==> src/hdl/uart_str_pkg.sv <==
// Shared widths, register map, frame marker, FSM encodings and the packed
// structs used between the string framing blocks and the APB register block.
// Referenced by scoped names only.
package uart_str_pkg;

	// -------------------------------------------------
	// sizes and line timing
	// -------------------------------------------------
	localparam int max_len      = 32;
	localparam int clks_per_bit = 16;
	localparam int frame_bits   = 10;
	localparam int div_w        = $clog2(clks_per_bit);

	typedef logic [7:0]       byte_t;
	typedef logic [5:0]       str_len_t;
	typedef logic [4:0]       byte_idx_t;
	typedef logic [7:0]       apb_addr_t;
	typedef logic [31:0]      apb_data_t;
	typedef logic [div_w-1:0] div_cnt_t;
	typedef logic [3:0]       bit_cnt_t;

	// the "&" character that opens and closes every string
	localparam byte_t frame_mark = 8'h26;

	// -------------------------------------------------
	// register map
	// -------------------------------------------------
	localparam apb_addr_t addr_ctrl    = 8'h00;
	localparam apb_addr_t addr_status  = 8'h04;
	localparam apb_addr_t addr_tx_len  = 8'h08;
	localparam apb_addr_t addr_tx_data = 8'h40;
	localparam apb_addr_t addr_rx_data = 8'h80;

	typedef enum logic [2:0] {
		tx_idle, tx_mark1, tx_mark2, tx_content, tx_mark3, tx_mark4
	} tx_state_e;

	typedef enum logic [1:0] {
		rx_hunt, rx_open, rx_content, rx_close
	} rx_state_e;

	typedef struct packed {
		logic      en;
		byte_idx_t idx;
		byte_t     data;
	} rx_wr_t;

	typedef struct packed {
		logic     done;
		str_len_t len;
		logic     overflow;
	} rx_frame_t;

	typedef struct packed {
		logic     start;
		str_len_t len;
	} tx_cmd_t;

endpackage
==> src/hdl/uart_string_handle.sv <==
// Top level of the string link. The host talks APB to the register block,
// the framer and deframer sit between the buffers and the UART byte pair.
`timescale 1ns/1ns

module uart_string_handle (
	input  logic                    sys_clk,
	input  logic                    sys_rst_n,
	input  logic                    psel,
	input  logic                    penable,
	input  logic                    pwrite,
	input  uart_str_pkg::apb_addr_t paddr,
	input  uart_str_pkg::apb_data_t pwdata,
	output uart_str_pkg::apb_data_t prdata,
	output logic                    irq,
	input  logic                    uart_rxd,
	output logic                    uart_txd
);

	uart_str_pkg::tx_cmd_t   cmd;
	logic                    tx_busy;
	uart_str_pkg::byte_idx_t tx_rd_idx;
	uart_str_pkg::byte_t     tx_rd_byte;
	logic                    byte_req;
	uart_str_pkg::byte_t     tx_byte;
	logic                    byte_done;
	logic                    rx_vld;
	uart_str_pkg::byte_t     rx_byte;
	uart_str_pkg::rx_wr_t    wr;
	uart_str_pkg::rx_frame_t frame;

	apb_string_regs regs_i (
		.sys_clk(sys_clk), .sys_rst_n(sys_rst_n),
		.psel(psel), .penable(penable), .pwrite(pwrite),
		.paddr(paddr), .pwdata(pwdata), .prdata(prdata),
		.cmd(cmd), .tx_busy(tx_busy),
		.tx_rd_idx(tx_rd_idx), .tx_rd_byte(tx_rd_byte),
		.wr(wr), .frame(frame), .irq(irq)
	);

	string_framer framer_i (
		.sys_clk(sys_clk), .sys_rst_n(sys_rst_n),
		.cmd(cmd), .tx_busy(tx_busy),
		.tx_rd_idx(tx_rd_idx), .tx_rd_byte(tx_rd_byte),
		.byte_req(byte_req), .byte_data(tx_byte), .byte_done(byte_done)
	);

	uart_tx tx_i (
		.sys_clk(sys_clk), .sys_rst_n(sys_rst_n),
		.byte_req(byte_req), .byte_data(tx_byte),
		.byte_done(byte_done), .txd(uart_txd)
	);

	uart_rx rx_i (
		.sys_clk(sys_clk), .sys_rst_n(sys_rst_n),
		.rxd(uart_rxd), .byte_vld(rx_vld), .byte_data(rx_byte)
	);

	string_deframer deframer_i (
		.sys_clk(sys_clk), .sys_rst_n(sys_rst_n),
		.byte_vld(rx_vld), .byte_data(rx_byte),
		.wr(wr), .frame(frame)
	);

endmodule

==> src/hdl/apb_string_regs.sv <==
// APB register block with no wait states. Holds the transmit length, the
// transmit and receive string buffers and the sticky receive status, and
// issues the start command to the framer.
`timescale 1ns/1ns

module apb_string_regs (
	input  logic                    sys_clk,
	input  logic                    sys_rst_n,
	input  logic                    psel,
	input  logic                    penable,
	input  logic                    pwrite,
	input  uart_str_pkg::apb_addr_t paddr,
	input  uart_str_pkg::apb_data_t pwdata,
	output uart_str_pkg::apb_data_t prdata,
	output uart_str_pkg::tx_cmd_t   cmd,
	input  logic                    tx_busy,
	input  uart_str_pkg::byte_idx_t tx_rd_idx,
	output uart_str_pkg::byte_t     tx_rd_byte,
	input  uart_str_pkg::rx_wr_t    wr,
	input  uart_str_pkg::rx_frame_t frame,
	output logic                    irq
);

	logic                   wr_acc;
	logic                   tx_win;
	logic                   rx_win;
	logic [2:0]             word_sel;
	uart_str_pkg::str_len_t tx_len;
	uart_str_pkg::str_len_t rx_len;
	logic                   rx_ready;
	logic                   rx_ovf;
	uart_str_pkg::byte_t    tx_buf [uart_str_pkg::max_len];
	uart_str_pkg::byte_t    rx_buf [uart_str_pkg::max_len];

	assign wr_acc   = psel & penable & pwrite;
	assign tx_win   = (paddr[7:5] == uart_str_pkg::addr_tx_data[7:5]);
	assign rx_win   = (paddr[7:5] == uart_str_pkg::addr_rx_data[7:5]);
	assign word_sel = paddr[4:2];

	// -------------------------------------------------
	// control and status
	// -------------------------------------------------
	always_ff @(posedge sys_clk or negedge sys_rst_n) begin
		if (!sys_rst_n) begin
			cmd      <= '0;
			tx_len   <= '0;
			rx_len   <= '0;
			rx_ready <= 1'b0;
			rx_ovf   <= 1'b0;
		end else begin
			cmd.start <= 1'b0;
			// start while busy or with an empty string is ignored
			if (wr_acc && paddr == uart_str_pkg::addr_ctrl && pwdata[0] &&
				!tx_busy && tx_len != '0) begin
				cmd.start <= 1'b1;
				cmd.len   <= tx_len;
			end
			if (wr_acc && paddr == uart_str_pkg::addr_tx_len) begin
				tx_len <= (pwdata > uart_str_pkg::apb_data_t'(uart_str_pkg::max_len)) ?
					uart_str_pkg::str_len_t'(uart_str_pkg::max_len) :
					uart_str_pkg::str_len_t'(pwdata);
			end
			if (wr_acc && paddr == uart_str_pkg::addr_status && pwdata[1]) begin
				rx_ready <= 1'b0;
				rx_ovf   <= 1'b0;
			end
			// a completing string wins over a clear in the same cycle
			if (frame.done) begin
				rx_len   <= frame.len;
				rx_ready <= 1'b1;
				rx_ovf   <= rx_ovf | frame.overflow;
			end
		end
	end

	// -------------------------------------------------
	// string buffers
	// -------------------------------------------------
	always_ff @(posedge sys_clk) begin
		if (wr_acc && tx_win) begin
			for (int k = 0; k < 4; k++) begin
				tx_buf[{word_sel, 2'(k)}] <= pwdata[8*k +: 8];
			end
		end
		if (wr.en) begin
			rx_buf[wr.idx] <= wr.data;
		end
	end

	assign tx_rd_byte = tx_buf[tx_rd_idx];

	// read mux, little-endian bytes within each data word
	always_comb begin
		prdata = '0;
		if (tx_win) begin
			prdata = {tx_buf[{word_sel, 2'd3}], tx_buf[{word_sel, 2'd2}],
				tx_buf[{word_sel, 2'd1}], tx_buf[{word_sel, 2'd0}]};
		end else if (rx_win) begin
			prdata = {rx_buf[{word_sel, 2'd3}], rx_buf[{word_sel, 2'd2}],
				rx_buf[{word_sel, 2'd1}], rx_buf[{word_sel, 2'd0}]};
		end else if (paddr == uart_str_pkg::addr_status) begin
			prdata = {18'd0, rx_len, 5'd0, rx_ovf, rx_ready, tx_busy};
		end else if (paddr == uart_str_pkg::addr_tx_len) begin
			prdata = {26'd0, tx_len};
		end
	end

	assign irq = rx_ready;

endmodule

==> src/hdl/string_deframer.sv <==
// Receive side framing. Hunts for "&&", stores the content bytes into the
// receive buffer and reports the string length at the closing "&&".
// A lone "&" inside the content is kept, written one cycle ahead of the
// byte that follows it.
`timescale 1ns/1ns

module string_deframer (
	input  logic                    sys_clk,
	input  logic                    sys_rst_n,
	input  logic                    byte_vld,
	input  uart_str_pkg::byte_t     byte_data,
	output uart_str_pkg::rx_wr_t    wr,
	output uart_str_pkg::rx_frame_t frame
);

	uart_str_pkg::rx_state_e state;
	uart_str_pkg::str_len_t  len;
	logic                    ovf;
	logic                    is_mark;
	logic                    hold_vld;
	uart_str_pkg::byte_t     hold_data;
	logic                    st_en;
	uart_str_pkg::byte_t     st_data;
	logic                    open_hit;
	logic                    close_hit;
	logic                    lone_mark;

	assign is_mark   = (byte_data == uart_str_pkg::frame_mark);
	assign open_hit  = byte_vld && is_mark && (state == uart_str_pkg::rx_open);
	assign close_hit = byte_vld && is_mark && (state == uart_str_pkg::rx_close);
	assign lone_mark = byte_vld && !is_mark && (state == uart_str_pkg::rx_close);

	// -------------------------------------------------
	// frame FSM
	// -------------------------------------------------
	always_ff @(posedge sys_clk or negedge sys_rst_n) begin
		if (!sys_rst_n) begin
			state <= uart_str_pkg::rx_hunt;
		end else if (byte_vld) begin
			case (state)
				uart_str_pkg::rx_hunt:    if (is_mark) state <= uart_str_pkg::rx_open;
				uart_str_pkg::rx_open:
					state <= is_mark ? uart_str_pkg::rx_content : uart_str_pkg::rx_hunt;
				uart_str_pkg::rx_content: if (is_mark) state <= uart_str_pkg::rx_close;
				uart_str_pkg::rx_close:
					state <= is_mark ? uart_str_pkg::rx_hunt : uart_str_pkg::rx_content;
				default: state <= uart_str_pkg::rx_hunt;
			endcase
		end
	end

	// byte after a lone mark waits one cycle for its own buffer write
	always_ff @(posedge sys_clk or negedge sys_rst_n) begin
		if (!sys_rst_n) begin
			hold_vld <= 1'b0;
		end else begin
			hold_vld <= lone_mark;
		end
	end

	always_ff @(posedge sys_clk) begin
		if (lone_mark) begin
			hold_data <= byte_data;
		end
	end

	// -------------------------------------------------
	// store selection
	// -------------------------------------------------
	always_comb begin
		st_en   = 1'b0;
		st_data = byte_data;
		if (hold_vld) begin
			st_en   = 1'b1;
			st_data = hold_data;
		end else if (byte_vld && !is_mark && state == uart_str_pkg::rx_content) begin
			st_en = 1'b1;
		end else if (lone_mark) begin
			st_en   = 1'b1;
			st_data = uart_str_pkg::frame_mark;
		end
	end

	always_ff @(posedge sys_clk or negedge sys_rst_n) begin
		if (!sys_rst_n) begin
			len   <= '0;
			ovf   <= 1'b0;
			wr    <= '0;
			frame <= '0;
		end else begin
			wr.en      <= 1'b0;
			frame.done <= 1'b0;
			if (open_hit) begin
				len <= '0;
				ovf <= 1'b0;
			end else if (st_en) begin
				// full buffer drops the byte and the length stays at max_len
				if (len < uart_str_pkg::str_len_t'(uart_str_pkg::max_len)) begin
					wr.en   <= 1'b1;
					wr.idx  <= uart_str_pkg::byte_idx_t'(len);
					wr.data <= st_data;
					len     <= len + 1'b1;
				end else begin
					ovf <= 1'b1;
				end
			end
			if (close_hit) begin
				frame.done     <= 1'b1;
				frame.len      <= len;
				frame.overflow <= ovf;
			end
		end
	end

endmodule

==> src/hdl/string_framer.sv <==
// Transmit side framing. On a start command it sends "&&", the content bytes
// in index order from the transmit buffer, then "&&", one byte request at a
// time, each issued the cycle after the previous byte_done.
`timescale 1ns/1ns

module string_framer (
	input  logic                    sys_clk,
	input  logic                    sys_rst_n,
	input  uart_str_pkg::tx_cmd_t   cmd,
	output logic                    tx_busy,
	output uart_str_pkg::byte_idx_t tx_rd_idx,
	input  uart_str_pkg::byte_t     tx_rd_byte,
	output logic                    byte_req,
	output uart_str_pkg::byte_t     byte_data,
	input  logic                    byte_done
);

	uart_str_pkg::tx_state_e state;
	uart_str_pkg::str_len_t  len_q;
	// number of content bytes already handed to the serializer
	uart_str_pkg::str_len_t  cnt;

	always_ff @(posedge sys_clk or negedge sys_rst_n) begin
		if (!sys_rst_n) begin
			state     <= uart_str_pkg::tx_idle;
			len_q     <= '0;
			cnt       <= '0;
			byte_req  <= 1'b0;
			byte_data <= '0;
		end else begin
			byte_req <= 1'b0;
			case (state)
				uart_str_pkg::tx_idle: begin
					if (cmd.start) begin
						len_q     <= cmd.len;
						cnt       <= '0;
						byte_req  <= 1'b1;
						byte_data <= uart_str_pkg::frame_mark;
						state     <= uart_str_pkg::tx_mark1;
					end
				end
				uart_str_pkg::tx_mark1: begin
					if (byte_done) begin
						byte_req  <= 1'b1;
						byte_data <= uart_str_pkg::frame_mark;
						state     <= uart_str_pkg::tx_mark2;
					end
				end
				uart_str_pkg::tx_mark2: begin
					// the register block only starts with a non-zero length
					if (byte_done) begin
						byte_req  <= 1'b1;
						byte_data <= tx_rd_byte;
						cnt       <= cnt + 1'b1;
						state     <= uart_str_pkg::tx_content;
					end
				end
				uart_str_pkg::tx_content: begin
					if (byte_done) begin
						byte_req <= 1'b1;
						if (cnt == len_q) begin
							byte_data <= uart_str_pkg::frame_mark;
							state     <= uart_str_pkg::tx_mark3;
						end else begin
							byte_data <= tx_rd_byte;
							cnt       <= cnt + 1'b1;
						end
					end
				end
				uart_str_pkg::tx_mark3: begin
					if (byte_done) begin
						byte_req  <= 1'b1;
						byte_data <= uart_str_pkg::frame_mark;
						state     <= uart_str_pkg::tx_mark4;
					end
				end
				uart_str_pkg::tx_mark4: begin
					if (byte_done) begin
						state <= uart_str_pkg::tx_idle;
					end
				end
				default: state <= uart_str_pkg::tx_idle;
			endcase
		end
	end

	assign tx_busy   = (state != uart_str_pkg::tx_idle);
	assign tx_rd_idx = uart_str_pkg::byte_idx_t'(cnt);

endmodule

==> src/hdl/uart_rx.sv <==
// 8N1 byte deserializer. The line is synchronized by two flops, the start
// bit is checked again at half a bit time and each later bit is sampled at
// mid-bit. A byte whose stop bit reads low is dropped.
`timescale 1ns/1ns

module uart_rx (
	input  logic                sys_clk,
	input  logic                sys_rst_n,
	input  logic                rxd,
	output logic                byte_vld,
	output uart_str_pkg::byte_t byte_data
);

	logic                   rxd_meta;
	logic                   rxd_sync;
	logic                   rxd_prev;
	logic                   start_edge;
	logic                   busy;
	uart_str_pkg::div_cnt_t div_cnt;
	uart_str_pkg::bit_cnt_t bit_cnt;
	uart_str_pkg::byte_t    shreg;

	// -------------------------------------------------
	// synchronizer and edge detect
	// -------------------------------------------------
	always_ff @(posedge sys_clk or negedge sys_rst_n) begin
		if (!sys_rst_n) begin
			rxd_meta <= 1'b1;
			rxd_sync <= 1'b1;
			rxd_prev <= 1'b1;
		end else begin
			rxd_meta <= rxd;
			rxd_sync <= rxd_meta;
			rxd_prev <= rxd_sync;
		end
	end

	assign start_edge = rxd_prev & ~rxd_sync;

	// -------------------------------------------------
	// bit timing and sampling
	// -------------------------------------------------
	always_ff @(posedge sys_clk or negedge sys_rst_n) begin
		if (!sys_rst_n) begin
			busy     <= 1'b0;
			byte_vld <= 1'b0;
			div_cnt  <= '0;
			bit_cnt  <= '0;
			shreg    <= '0;
		end else begin
			byte_vld <= 1'b0;
			if (!busy) begin
				// preload half a bit so the first sample lands mid start bit
				if (start_edge) begin
					busy    <= 1'b1;
					div_cnt <= uart_str_pkg::div_cnt_t'(uart_str_pkg::clks_per_bit / 2);
					bit_cnt <= '0;
				end
			end else if (div_cnt == uart_str_pkg::div_cnt_t'(uart_str_pkg::clks_per_bit - 1)) begin
				div_cnt <= '0;
				if (bit_cnt == '0) begin
					// a glitch that is high again at mid start bit is no start
					if (rxd_sync) begin
						busy <= 1'b0;
					end else begin
						bit_cnt <= bit_cnt + 1'b1;
					end
				end else if (bit_cnt == uart_str_pkg::bit_cnt_t'(uart_str_pkg::frame_bits - 1)) begin
					busy     <= 1'b0;
					byte_vld <= rxd_sync;
				end else begin
					shreg   <= {rxd_sync, shreg[7:1]};
					bit_cnt <= bit_cnt + 1'b1;
				end
			end else begin
				div_cnt <= div_cnt + 1'b1;
			end
		end
	end

	assign byte_data = shreg;

endmodule

==> src/hdl/uart_tx.sv <==
// 8N1 byte serializer. A one-cycle byte_req loads the byte, the start bit
// goes out the next cycle and byte_done pulses once the stop bit ends.
`timescale 1ns/1ns

module uart_tx (
	input  logic                sys_clk,
	input  logic                sys_rst_n,
	input  logic                byte_req,
	input  uart_str_pkg::byte_t byte_data,
	output logic                byte_done,
	output logic                txd
);

	logic                                busy;
	logic [uart_str_pkg::frame_bits-1:0] shreg;
	uart_str_pkg::div_cnt_t              div_cnt;
	uart_str_pkg::bit_cnt_t              bit_cnt;

	// shreg holds stop, data and start bits, and bit 0 is on the line
	always_ff @(posedge sys_clk or negedge sys_rst_n) begin
		if (!sys_rst_n) begin
			busy      <= 1'b0;
			byte_done <= 1'b0;
			shreg     <= '1;
			div_cnt   <= '0;
			bit_cnt   <= '0;
		end else begin
			byte_done <= 1'b0;
			if (!busy) begin
				// a request while busy is never made by the framer
				if (byte_req) begin
					busy    <= 1'b1;
					shreg   <= {1'b1, byte_data, 1'b0};
					div_cnt <= '0;
					bit_cnt <= '0;
				end
			end else if (div_cnt == uart_str_pkg::div_cnt_t'(uart_str_pkg::clks_per_bit - 1)) begin
				div_cnt <= '0;
				if (bit_cnt == uart_str_pkg::bit_cnt_t'(uart_str_pkg::frame_bits - 1)) begin
					busy      <= 1'b0;
					byte_done <= 1'b1;
				end else begin
					bit_cnt <= bit_cnt + 1'b1;
					shreg   <= {1'b1, shreg[uart_str_pkg::frame_bits-1:1]};
				end
			end else begin
				div_cnt <= div_cnt + 1'b1;
			end
		end
	end

	// idle line is high
	assign txd = busy ? shreg[0] : 1'b1;

endmodule

==> config.mk <==
export PLATFORM = sky130hd
export DESIGN_NAME = uart_string_handle
export DESIGN_NICKNAME = d
export VERILOG_FILES = /design/src/hdl/uart_str_pkg.sv /design/src/hdl/uart_string_handle.sv /design/src/hdl/apb_string_regs.sv /design/src/hdl/string_deframer.sv /design/src/hdl/string_framer.sv /design/src/hdl/uart_rx.sv /design/src/hdl/uart_tx.sv
export SDC_FILE = /design/constraint.sdc
export NUM_CORES = 1
export LEC_CHECK = 0
export BUFFER_PORTS_ARGS = -buffer_cell sky130_fd_sc_hd__buf_2
export CAP_MARGIN = 20
export CORE_MARGIN = 2
export CORE_UTILIZATION = 70
export CTS_BUF_LIST = sky130_fd_sc_hd__clkbuf_4 sky130_fd_sc_hd__clkbuf_8
export DETAILED_ROUTE_END_ITERATION = 8
export GPL_TIMING_DRIVEN = 0
export PLACE_DENSITY = 0.9
export SLEW_MARGIN = 20
export SYNTH_ARGS = -nofsm -noshare
export SYNTH_HDL_FRONTEND = slang
export SYNTH_SLANG_ARGS = --single-unit
==> constraint.sdc <==
create_clock -name sys_clk -period 5.4 [get_ports sys_clk]
set_clock_uncertainty 0.05 [all_clocks]
set_input_delay 0.54 -clock sys_clk [delete_from_list [all_inputs] [get_ports sys_clk]]
set_output_delay 0.54 -clock sys_clk [all_outputs]
set_load 0.02 [all_outputs]
==> impl_metrics.env <==
export IMPL_cp_max_fo=10
export IMPL_drc_errors=0
export IMPL_async_flop_share_pct=18.4
export IMPL_fin_crit_ns=4.98
export IMPL_worst_slew_pin_transition_ns=1.21
export IMPL_syn_inst=1478
export IMPL_fin_total_pwr_mw=10.1
export IMPL_ys_types=61
export IMPL_cp_end_kind="primary output"
export IMPL_wire_per_inst_um=34.9
export IMPL_chipWidth_um=201
export IMPL_dieArea_um2=40500
export IMPL_synth_mux_area_share_pct=21.4
export IMPL_port_buffer_count=76
export IMPL_grt_pass1_wl_um=116000
export IMPL_synth_xor_area_share_pct=0.450
export IMPL_crit_type="in -> out"
export IMPL_dpl_cell_count=2087
export IMPL_start_util_pct=70.7
export IMPL_final_setup_viol_count=0
export IMPL_cts_buffer_depth=3
export IMPL_rsz0062_at_grt="false"
export IMPL_yosysSeqAreaShare_pct=68.1
export IMPL_drv_slew=0
export IMPL_dp_hpwl_um=51700
export IMPL_num_rows=72
export IMPL_drtPass1Iterations=7
export IMPL_ys_ff_latch=637
export IMPL_grtUsageTotal_pct=40.6
export IMPL_start_kind="primary input"
export IMPL_worst_ep_arrival_time_ns=4.39
export IMPL_synth_top_family_by_area="multiplexers"
export IMPL_synth_flop_cell="edfxtp_1"
export IMPL_fin_tns_setup_ns=0
export IMPL_post_cts_resized=0
export IMPL_worstSkewPairLatency_ns=0.70
export IMPL_syn_nets=1533
export IMPL_fin_cells=2278
export IMPL_required_ns=4.81
export IMPL_powerDensity_nw_per_um2=328
export IMPL_nets=1725
export IMPL_drive_above_1_share_pct=31.7
export IMPL_fp_dieH_um=201
export IMPL_max_freq_ghz=0.201
export IMPL_grt_pass1_vias=17455
export IMPL_syn_avg_cell_area_um2=18.4
export IMPL_max_cap_violations=0
export IMPL_hold_worst_slack_ns=0.104
export IMPL_pin_count=80
export IMPL_synth_edf_count=520
export IMPL_peakVddDrop_v=0.000203
export IMPL_cts_tree="done"
export IMPL_setup_ws_ns=0.420
export IMPL_p_leak_nw=10.0
export IMPL_areaGrowthSynthToFinish_pct=12.6
export IMPL_core_area_um2=38600
export IMPL_syn_area_um2=27300
export IMPL_grt_max_degree=75
export IMPL_antenna_found_initial=7
export IMPL_final_hold_violation_count=0
export IMPL_fillerInstances=1820
export IMPL_h_tree_depth=3
export IMPL_cts_clk_slew_worst_paths_ns=0.07
export IMPL_first_iter_violations=3145
export IMPL_dp_slack_ns=0.645
export IMPL_numCtsBuffers=96
export IMPL_max_slew_margin_rel_pct=19.4
export IMPL_synth_compound_area_share_pct=3.54
export IMPL_overflow=0
export IMPL_synth_fa_ha_area_share_pct=0.413
export IMPL_worst_hold_path_type="in -> reg"
export IMPL_reg2reg_slack_ns=1.70
export IMPL_drtAntennaViolNets=0
export IMPL_cts_root_buf="clkbuf_8"
export IMPL_yosysWarningCount=0
export IMPL_vias=17458
export IMPL_vias_per_cell=7.66
export IMPL_synth_simple_gate_area_share_pct=4.36
export IMPL_wirelength_um=79600
export IMPL_period_share_pct=92.2
export IMPL_clkSinkCount=637
export IMPL_status="finished, final reports clean"
export IMPL_gp_congestion=0.956
[state kept, by name (all words and copies together), names as in the netlist, 7 cells and up]
name,cells
deframer_i.hold_data,8
framer_i.byte_data,8
deframer_i.frame,8
regs_i.rx_buf,256
deframer_i.wr,14
regs_i.tx_buf,256
tx_i.shreg,9
regs_i.cmd,7
rx_i.byte_data,8
[metrics by stage]
stage | cell area, um2 | util (%)
global route | 30700 | 79.6
CTS | 30700 | 79.5
detailed placement | 28600 | 74.2
global placement | 28300 | 73.4
finish | 30700 | 79.6
floorplan | 27300 | -
[path summary, 6_finish.rpt]
check | start | end | depth (start not counted)
hold reg to reg | rx_i.rxd_meta | rx_i.rxd_sync | 0
setup reg to reg | framer_i.cnt[1] | framer_i.byte_data[6] | 7
setup / recovery | paddr[3] | prdata[31] | 7
hold / removal | pwdata[19] | regs_i.tx_buf[18][3] | 1
min in group asynchronous | sys_rst_n | framer_i.cnt[0] | 2
max in group asynchronous | sys_rst_n | rx_i.rxd_prev | 3
[cell usage after synthesis, types with 4 or more instances]
cell | instances | share of area (%)
nor2b_1 | 4 | 0.092
clkbuf_1 | 43 | 0.59
xor2_1 | 8 | 0.26
buf_6 | 4 | 0.17
buf_2 | 24 | 0.44
a311oi_1 | 4 | 0.13
dfrtp_1 | 105 | 9.6
nor4_4 | 4 | 0.31
inv_1 | 18 | 0.25
or3_1 | 6 | 0.14
o21ai_0 | 31 | 0.57
buf_1 | 9 | 0.12
mux2_1 | 13 | 0.54
and2_1 | 4 | 0.092
nand3_1 | 23 | 0.42
mux4_2 | 196 | 16
nor2_1 | 94 | 1.3
mux2_2 | 28 | 1.2
nand2_1 | 41 | 0.56
nand3b_1 | 9 | 0.25
a31oi_1 | 9 | 0.21
nand4_1 | 6 | 0.14
nand2b_1 | 6 | 0.14
dfstp_2 | 12 | 1.2
o22ai_1 | 20 | 0.46
o21ai_1 | 6 | 0.11
a21oi_1 | 37 | 0.68
nor4_1 | 9 | 0.21
ha_1 | 9 | 0.41
a211oi_1 | 4 | 0.11
xnor2_1 | 6 | 0.19
a22o_1 | 9 | 0.29
edfxtp_1 | 520 | 57
nor3_1 | 10 | 0.18
mux2i_1 | 97 | 3.6
a221oi_1 | 12 | 0.39
[cell usage in the layout, fill, tap and decap left out, types with 11 or more instances in the layout]
cell / count
buf_6: 11
a21oi_1: 37
dfstp_2: 12
buf_2: 100
o21ai_0: 31
nor2_1: 87
clkbuf_4: 36
mux2_1: 13
clkinv_2: 11
dfrtp_1: 98
mux4_2: 196
clkinv_1: 19
a221oi_1: 12
edfxtp_1: 520
nand2_1: 41
o22ai_1: 20
nand3_1: 23
mux2_2: 28
inv_1: 18
clkbuf_1: 42
mux2i_1: 97
clkbuf_8: 105
[where the power goes]
part | total, mW | internal [mW] | switching [mW]
Clock | 4.16 | 2.24 | 1.92
Sequential | 5.38 | 5.33 | 0.0541
Combinational | 0.532 | 0.186 | 0.347
Total | 10.1 | 7.75 | 2.32
[cell families after synthesis]
kind of cell,Yosys count
simple gates,233
flops,637
xor+xnor,14
fa+ha+maj,9
mux,334
buf+inv,103
compound gates,148
[what timing repair did]
item | in CTS | in global routing
buffers inserted | 0 | 0
hold endpoints to repair | 35 | 0
hold buffers | 2 | 0
[metal layers]
layer	global-route usage, %	share of wire (%)	vias up	wire, um
li1	-	-	6462	-
met1	51.5	30	8540	24200
met2	59.2	45	1983	35600
met3	17.0	17	469	13800
met4	24.4	7.5	4	5990
met5	0	0.040	-	32
[critical path: stages]
cell	delay (ns)
clkbuf_1	0.50
clkbuf_1	0.80
clkbuf_1	0.95
mux4_2	0.43
mux2i_1	0.62
o22ai_1	0.29
buf_2	0.24
[final cells by class]
type,count,area [um2],share of cell area (%)
clock buffers,141,1720,5.59
flip-flops and latches,637,18600,60.5
well taps,518,648,2.11
inverters,19,71.3,0.232
repair buffers,94,677,2.21
clock inverters,40,302,0.982
diodes,7,17.5,0.0571
multi-input cells,738,8300,27.0
plain buffers,84,402,1.31
Note: power is estimated with default switching activity, not from simulation.
